==> src/source/interconnect_pkg.sv <==
/* Memory map, load/store control codes, tohost commands and bus types shared by
   the interconnect modules and the testbench */
package interconnect_pkg;

    // Meaningful widths
    typedef logic [31:0]  addr_t;
    typedef logic [31:0]  data_t;
    typedef logic [127:0] line_t;
    typedef logic [3:0]   dev_t;
    typedef logic [3:0]   virt_t;
    typedef logic [2:0]   ld_ctrl_t;

    // Device field values, address bits 31:28
    localparam dev_t DEV_DRAM_LO = 4'd0;
    localparam dev_t DEV_DRAM_HI = 4'd8;
    localparam dev_t DEV_VIRTIO  = 4'd4;
    localparam dev_t DEV_PLIC    = 4'd5;
    localparam dev_t DEV_CLINT   = 4'd6;

    // DRAM window is 128 MiB
    localparam addr_t DRAM_ADDR_MASK = 32'h07ff_ffff;
    localparam addr_t TOHOST_ADDR    = 32'h4000_8000;

    // Command codes in tohost bits 31:16, zero means idle
    localparam logic [15:0] CMD_PRINT_CHAR = 16'h0101;
    localparam logic [15:0] CMD_POWER_OFF  = 16'h0002;

    // RISC-V funct3 codes and size field of ld_ctrl_t
    localparam ld_ctrl_t    FUNCT3_LW    = 3'b010;
    localparam ld_ctrl_t    FUNCT3_SW    = 3'b010;
    localparam logic [1:0]  LD_SIZE_BYTE = 2'd0;
    localparam logic [1:0]  LD_SIZE_HALF = 2'd1;

    typedef struct packed {
        addr_t    addr;
        data_t    wdata;
        logic     we;
        logic     re;
        ld_ctrl_t ctrl;
    } cpu_req_t;

    typedef struct packed {
        logic     rd_en;
        logic     wr_en;
        addr_t    addr;
        data_t    wdata;
        ld_ctrl_t ctrl;
    } dram_cmd_t;

endpackage
==> src/source/soc_interconnect.sv <==
/* CPU-facing memory interconnect top. Connects the decoder, DRAM load aligner,
   read response mux and tohost mailbox, and forms processor busy */
`timescale 1ns/1ns

module soc_interconnect
    import interconnect_pkg::*;
#(
    parameter int N_SLOTS = 6
) (
    input  logic                 CLK,
    input  logic                 arst_n,
    // CPU data port
    input  cpu_req_t             cpu_req,
    output line_t                rdata,
    output logic                 is_dram,
    output logic                 proc_busy,
    // DRAM
    input  logic                 dram_busy,
    input  line_t                dram_rdata,
    output dram_cmd_t            dram_cmd,
    output data_t                load_word,
    // Virtio slots
    output logic [N_SLOTS-1:0]   slot_we,
    output data_t                slot_wdata,
    output addr_t                slot_offset,
    input  data_t [N_SLOTS-1:0]  slot_rdata,
    // PLIC and CLINT
    output logic                 plic_we,
    output logic                 plic_re,
    input  data_t                plic_rdata,
    output logic                 clint_we,
    input  data_t                clint_rdata,
    // UART and simulation control
    input  logic                 uart_ready,
    output logic                 uart_we,
    output logic [7:0]           uart_data,
    output logic                 finish
);

    dev_t  req_dev;
    virt_t req_virt;

    access_decoder #(.N_SLOTS(N_SLOTS)) u_access_decoder (
        .cpu_req     (cpu_req),
        .dram_busy   (dram_busy),
        .dram_cmd    (dram_cmd),
        .slot_we     (slot_we),
        .slot_wdata  (slot_wdata),
        .slot_offset (slot_offset),
        .plic_we     (plic_we),
        .plic_re     (plic_re),
        .clint_we    (clint_we),
        .req_dev     (req_dev),
        .req_virt    (req_virt)
    );

    dram_load_aligner u_dram_load_aligner (
        .CLK        (CLK),
        .arst_n     (arst_n),
        .dram_cmd   (dram_cmd),
        .dram_rdata (dram_rdata),
        .load_word  (load_word)
    );

    read_response_mux #(.N_SLOTS(N_SLOTS)) u_read_response_mux (
        .CLK         (CLK),
        .arst_n      (arst_n),
        .req_dev     (req_dev),
        .req_virt    (req_virt),
        .dram_rdata  (dram_rdata),
        .slot_rdata  (slot_rdata),
        .plic_rdata  (plic_rdata),
        .clint_rdata (clint_rdata),
        .rdata       (rdata),
        .is_dram     (is_dram)
    );

    tohost_mailbox u_tohost_mailbox (
        .CLK       (CLK),
        .arst_n    (arst_n),
        .cpu_req   (cpu_req),
        .uart_we   (uart_we),
        .uart_data (uart_data),
        .finish    (finish)
    );

    // CPU holds its request while DRAM or the UART transmitter is busy
    assign proc_busy = dram_busy || !uart_ready;

endmodule

==> src/source/tohost_mailbox.sv <==
/* Tohost mailbox register. A print-char command gives a one-cycle UART byte
   pulse, a power-off command sets the sticky finish flag */
`timescale 1ns/1ns

module tohost_mailbox
    import interconnect_pkg::*;
(
    input  logic       CLK,
    input  logic       arst_n,
    input  cpu_req_t   cpu_req,
    output logic       uart_we,
    output logic [7:0] uart_data,
    output logic       finish
);

    data_t tohost_q;
    logic  tohost_store;
    logic  cmd_print;
    logic  cmd_power_off;

    assign tohost_store  = cpu_req.we && (cpu_req.addr == TOHOST_ADDR);
    assign cmd_print     = (tohost_q[31:16] == CMD_PRINT_CHAR);
    assign cmd_power_off = (tohost_q[31:16] == CMD_POWER_OFF);

    always_ff @(posedge CLK or negedge arst_n) begin
        if (!arst_n) begin
            tohost_q  <= '0;
            uart_we   <= 1'b0;
            uart_data <= '0;
            finish    <= 1'b0;
        end else begin
            uart_we   <= 1'b0;
            uart_data <= '0;
            if (cmd_print) begin
                // Send the byte and free the mailbox on the same edge
                uart_we   <= 1'b1;
                uart_data <= tohost_q[7:0];
                tohost_q  <= '0;
            end else if (cmd_power_off) begin
                // Held until reset
                finish <= 1'b1;
            end else if (tohost_store) begin
                tohost_q <= cpu_req.wdata;
            end
        end
    end

    // A store that meets a pending command would be lost
    a_store_not_dropped: assert property (@(posedge CLK) disable iff (!arst_n)
        tohost_store |-> !(cmd_print || cmd_power_off))
        else $error("tohost store dropped, pending command %h", tohost_q[31:16]);

endmodule

==> src/source/read_response_mux.sv <==
/* Registers the target of each access and returns the CPU read data
   one cycle later from DRAM, PLIC, CLINT or a virtio slot */
`timescale 1ns/1ns

module read_response_mux
    import interconnect_pkg::*;
#(
    parameter int N_SLOTS = 6
) (
    input  logic                 CLK,
    input  logic                 arst_n,
    input  dev_t                 req_dev,
    input  virt_t                req_virt,
    input  line_t                dram_rdata,
    input  data_t [N_SLOTS-1:0]  slot_rdata,
    input  data_t                plic_rdata,
    input  data_t                clint_rdata,
    output line_t                rdata,
    output logic                 is_dram
);

    dev_t  dev_q;
    virt_t virt_q;
    data_t periph_word;

    // Target of the access in the previous cycle
    always_ff @(posedge CLK or negedge arst_n) begin
        if (!arst_n) begin
            dev_q  <= '0;
            virt_q <= '0;
        end else begin
            dev_q  <= req_dev;
            virt_q <= req_virt;
        end
    end

    always_comb begin
        periph_word = '0;
        is_dram     = 1'b0;
        case (dev_q)
            DEV_CLINT: periph_word = clint_rdata;
            DEV_PLIC:  periph_word = plic_rdata;
            DEV_VIRTIO: begin
                // Unpopulated slots read as zero
                if (int'(virt_q) < N_SLOTS) begin
                    periph_word = slot_rdata[virt_q];
                end
            end
            default: is_dram = 1'b1;
        endcase
    end

    // Full line for DRAM, zero-extended word otherwise
    assign rdata = is_dram ? dram_rdata : {96'b0, periph_word};

endmodule

==> src/source/dram_load_aligner.sv <==
/* Captures offset and control of each DRAM access and extracts the
   sign or zero extended load word from the returned 128-bit line */
`timescale 1ns/1ns

module dram_load_aligner
    import interconnect_pkg::*;
(
    input  logic      CLK,
    input  logic      arst_n,
    input  dram_cmd_t dram_cmd,
    input  line_t     dram_rdata,
    output data_t     load_word
);

    logic [3:0] byte_off_q;
    ld_ctrl_t   ctrl_q;
    line_t      line_shifted;
    data_t      raw_word;
    logic       is_signed;

    // Byte offset within the line and funct3 of the last access
    always_ff @(posedge CLK or negedge arst_n) begin
        if (!arst_n) begin
            byte_off_q <= '0;
            ctrl_q     <= '0;
        end else if (dram_cmd.rd_en || dram_cmd.wr_en) begin
            byte_off_q <= dram_cmd.addr[3:0];
            ctrl_q     <= dram_cmd.ctrl;
        end
    end

    assign line_shifted = dram_rdata >> {byte_off_q, 3'b000};
    assign raw_word     = line_shifted[31:0];
    assign is_signed    = !ctrl_q[2];

    // lb/lbu, lh/lhu, lw
    always_comb begin
        case (ctrl_q[1:0])
            LD_SIZE_BYTE: load_word = {{24{raw_word[7] & is_signed}}, raw_word[7:0]};
            LD_SIZE_HALF: load_word = {{16{raw_word[15] & is_signed}}, raw_word[15:0]};
            default:      load_word = raw_word;
        endcase
    end

    // CPU never issues a size-3 (doubleword) access on RV32
    a_no_size3: assert property (@(posedge CLK) disable iff (!arst_n)
        ctrl_q[1:0] != 2'b11)
        else $error("captured ctrl with size 3: %b", ctrl_q);

endmodule

==> src/source/access_decoder.sv <==
/* Combinational decode of a CPU data access into DRAM commands and
   peripheral, PLIC and CLINT strobes */
`timescale 1ns/1ns

module access_decoder
    import interconnect_pkg::*;
#(
    parameter int N_SLOTS = 6
) (
    input  cpu_req_t             cpu_req,
    input  logic                 dram_busy,
    output dram_cmd_t            dram_cmd,
    output logic [N_SLOTS-1:0]   slot_we,
    output data_t                slot_wdata,
    output addr_t                slot_offset,
    output logic                 plic_we,
    output logic                 plic_re,
    output logic                 clint_we,
    output dev_t                 req_dev,
    output virt_t                req_virt
);

    logic dram_hit;
    logic virtio_hit;

    // Address fields
    assign req_dev  = cpu_req.addr[31:28];
    assign req_virt = cpu_req.addr[27:24];

    assign dram_hit   = (req_dev == DEV_DRAM_LO) || (req_dev == DEV_DRAM_HI);
    assign virtio_hit = (req_dev == DEV_VIRTIO);

    // DRAM enables dropped while DRAM is busy
    always_comb begin
        dram_cmd.rd_en = cpu_req.re && dram_hit && !dram_busy;
        dram_cmd.wr_en = cpu_req.we && dram_hit && !dram_busy;
        dram_cmd.addr  = cpu_req.addr & DRAM_ADDR_MASK;
        dram_cmd.wdata = cpu_req.wdata;
        dram_cmd.ctrl  = cpu_req.ctrl;
    end

    // One strobe per virtio slot
    always_comb begin
        for (int i = 0; i < N_SLOTS; i++) begin
            slot_we[i] = cpu_req.we && virtio_hit && (req_virt == virt_t'(i));
        end
    end

    // Peripherals see the low 28 bits only
    assign slot_wdata  = cpu_req.wdata;
    assign slot_offset = {4'b0000, cpu_req.addr[27:0]};

    assign plic_we  = cpu_req.we && (req_dev == DEV_PLIC);
    assign plic_re  = cpu_req.re && (req_dev == DEV_PLIC);
    assign clint_we = cpu_req.we && (req_dev == DEV_CLINT);

endmodule

==> config.mk <==
export PLATFORM = sky130hd
export DESIGN_NAME = soc_interconnect
export DESIGN_NICKNAME = d
export VERILOG_FILES = /design/src/source/interconnect_pkg.sv /design/src/source/soc_interconnect.sv /design/src/source/tohost_mailbox.sv /design/src/source/read_response_mux.sv /design/src/source/dram_load_aligner.sv /design/src/source/access_decoder.sv
export SDC_FILE = /design/constraint.sdc
export NUM_CORES = 1
export LEC_CHECK = 0
export ABC_AREA = 1
export BUFFER_PORTS_ARGS = -buffer_cell sky130_fd_sc_hd__buf_2
export CORE_AREA = 2 2 299 301
export CTS_BUF_LIST = sky130_fd_sc_hd__clkbuf_16
export CTS_CLUSTER_DIAMETER = 80
export DETAILED_ROUTE_END_ITERATION = 8
export DIE_AREA = 0 0 301 303
export PLACE_DENSITY = 0.36
export SKIP_LAST_GASP = 1
export SYNTH_ARGS = -nofsm -noshare
export SYNTH_HDL_FRONTEND = slang
export SYNTH_SLANG_ARGS = --single-unit
==> constraint.sdc <==
create_clock -name CLK -period 3.4 [get_ports CLK]
set_input_delay 0.17 -clock CLK [delete_from_list [all_inputs] [get_ports CLK]]
set_output_delay 0.17 -clock CLK [all_outputs]
set_load 0.01 [all_outputs]
==> impl_metrics.ini <==
[outcome]
status = complete, no violations

[routing]
drt_wl_total_mm = 73.3
drt-pass1-iter-count = 6
vias_per_cell = 4.03
drc = 0
drtIter0Drc = 1226
routed-via-count = 14884
ant_nets = 0
avgRoutedWirePerCell_microns = 19.8

[synthesis]
synthFlopType = dfrtp_1
ys_types = 35
syn_area_sq_um = 10300
synth_cells = 2005
yosysTopAreaCellShare = 0.217
synth_async_sr_flop_share = 1.00
yosysSeqAreaShare = 0.119
yosys-top-cells-area = nand2_1 (22%), nor2_1 (12%), dfrtp_1 (12%)
avgSynthCellArea_sq_um = 5.14
ys_seq_elements = 49
yosysWarnings = 0
synth_edf_count = 0
yosys.area.top_type = nand2_1

[timing]
finalSetupTns_ns = 0
finalWorstSetupSlack_ns = 0.284
max_slew_margin = 0.193
report.final.slew_viol_count = 0
worstMarginPinSlew_ns = 1.21
fin_crit_ns = 3.12
finalSetupViolations = 0
rsz0062_at_grt = no
finClkSkew_ns = 0.0100
hold_viol_final = 0
timing.fmax_ghz = 0.321
period_share = 0.916

[worst_hold_path]
hold_class = in2reg
hold-path-cell-count = 1

[global_route]
grt_max_degree = 97
first_global_vias = 14206
antenna_found_initial = 17
grt_usage = 0.151
globalRouteOverflowTotal = 0
grt_first_pass_wirelength_mm = 101

[floorplan]
rows = 109
dieArea_sq_um = 91200
initial_core_util = 0.117
core_area_sq_um = 88000
dieWidth_microns = 301
io_pins = 771
die_h_microns = 303

[critical_path]
worst-path-max-fanout = 60
r2r_slack_ns = 1.51
setup.worst_path.start_class = flop
path_class = reg2out
cp-end-kind = output pin
slowest_delay_ns = 0.86
cp_common_cell = nand3_1
r2r_cells = 8
worst_ep_required_time_ns = 3.23
crit_slowest_cell = dfrtp_4
cp_top_family = simple AND/OR/NAND/NOR gates
cp.arrival_ns = 2.95
crit_chain = inv_2 -> o211ai_1 -> nand3_1 -> nand2_1 -> nand3_2 -> nand3_1 -> buf_2
path_buf_inv = 2
path_depth = 7

[placement]
dp_hpwl_mm = 62.1
gp_congestion = 0.890
portBuffers = 737
pre_cts_ws_ns = 0.617
place_area_sq_um = 14100

[clocking]
post-cts-setup-buffers = 0
cts_max_level = 2
ctsHoldBuffers = 3
numCtsBuffers = 5
cts-root-buf = clkbuf_16
path_clk_slew_ns = 0.07
cts_resized = 0
clock_latency_ns = 0.30
cts_tree = done
clkSinkCount = 49
cts_buffer_depth = 2

[run]
maxCapViolCount = 0

[power_and_ir_drop]
vdd_drop_max_mv = 0.194
p_leak_nw = 7.74
power.density_nw_per_um2 = 348
power_mw = 4.97

[finish]
fin_nets = 2981
utilization = 0.163
drive_above_1_share = 0.317
design_area_sq_um = 14300
num-fill-cells = 10682
area_delta_synth_final_pct = 38.8
## routing by layer
layer | wire length [microns] | GRT usage | vias up | share of wire
li1 | - | - | 7266 | -
met1 | 31100 | 0.193 | 6894 | 0.42
met2 | 35200 | 0.265 | 639 | 0.48
met3 | 5150 | 0.0238 | 69 | 0.070
met4 | 1750 | 0.0383 | 16 | 0.024
met5 | 100 | 0 | - | 0.0014
## registers in the layout, summed over array words and instances, names as in the netlist
| signal | flops |
|---|---|
| u_dram_load_aligner.byte_off_q | 4 |
| u_dram_load_aligner.ctrl_q | 3 |
| u_read_response_mux.dev_q | 4 |
| u_read_response_mux.virt_q | 4 |
| u_tohost_mailbox.finish | 1 |
| u_tohost_mailbox.tohost_q | 24 |
| u_tohost_mailbox.uart_data | 8 |
| u_tohost_mailbox.uart_we | 1 |
## power by group
group | switching [mW] | internal [mW] | total [mW]
clock | 0.253 | 0.347 | 0.600
combinational | 2.44 | 1.21 | 3.66
sequential | 0.108 | 0.609 | 0.717
## stage by stage
step / instances / hold WS, ns
detailed placement: 3679 / 0.237
CTS: 3690 / 0.0130
finish: 3696 / 0.0251
floorplan: 2013 / -0.126
global route: 3694 / 0.0196
global placement: 3679 / 0.241
## cells in the mapped netlist (all sizes together) (14+ instances only)
| cell type | instances |
|---|---|
| o21a | 31 |
| nand3 | 133 |
| nand2 | 601 |
| clkbuf | 55 |
| nor2 | 329 |
| nor3 | 14 |
| buf | 212 |
| inv | 196 |
| a31oi | 23 |
| dfrtp | 49 |
| o21ai | 252 |
| a21oi | 16 |
| nand4 | 35 |
| o211ai | 35 |
## layout by cell type, fill, tap and decap left out, drive strengths merged
master,count
clkinv,3
o21a,31
dfrtp,49
o21ai,252
nor3,14
a31oi,23
buf,768
nor4,7
nand2,601
dlygate4sd3,3
o211ai,35
and2,3
clkbuf,5
conb,9
bufinv,1
or2,8
mux2,1
nor2,329
nand3b,1
nand4,35
a21oi,16
o31ai,1
diode,6
nand3,133
inv,197
## final cells by class
type                            instances  area (sq um)  area share
Timing Repair Buffer                  771          4010       0.281
Sequential cell                        49          1230      0.0862
Clock buffer                            5           125     0.00875
Clock inverter                          3          42.5     0.00297
Antenna cell                            6          15.0     0.00105
Tap cell                             1165          1460       0.102
Multi-Input combinational cell       1499          6670       0.466
Inverter                              198           743      0.0520
## cells by family after synthesis
group	synth area share
simple gates	0.447
flops	0.119
mux	0.00109
other cells	0.000364
buf+inv	0.239
compound gates	0.193
## worst paths after layout
check                                                  start                                end
max                        u_dram_load_aligner.byte_off_q[0]                      load_word[31]
min                                              cpu_req[65]       u_read_response_mux.dev_q[0]
max reg2reg                    u_tohost_mailbox.tohost_q[27]      u_tohost_mailbox.tohost_q[27]
min reg2reg                          u_tohost_mailbox.finish            u_tohost_mailbox.finish
max in group asynchronous                             arst_n  u_dram_load_aligner.byte_off_q[0]
min in group asynchronous                             arst_n      u_tohost_mailbox.tohost_q[18]
(Power assumes the default switching activity.)
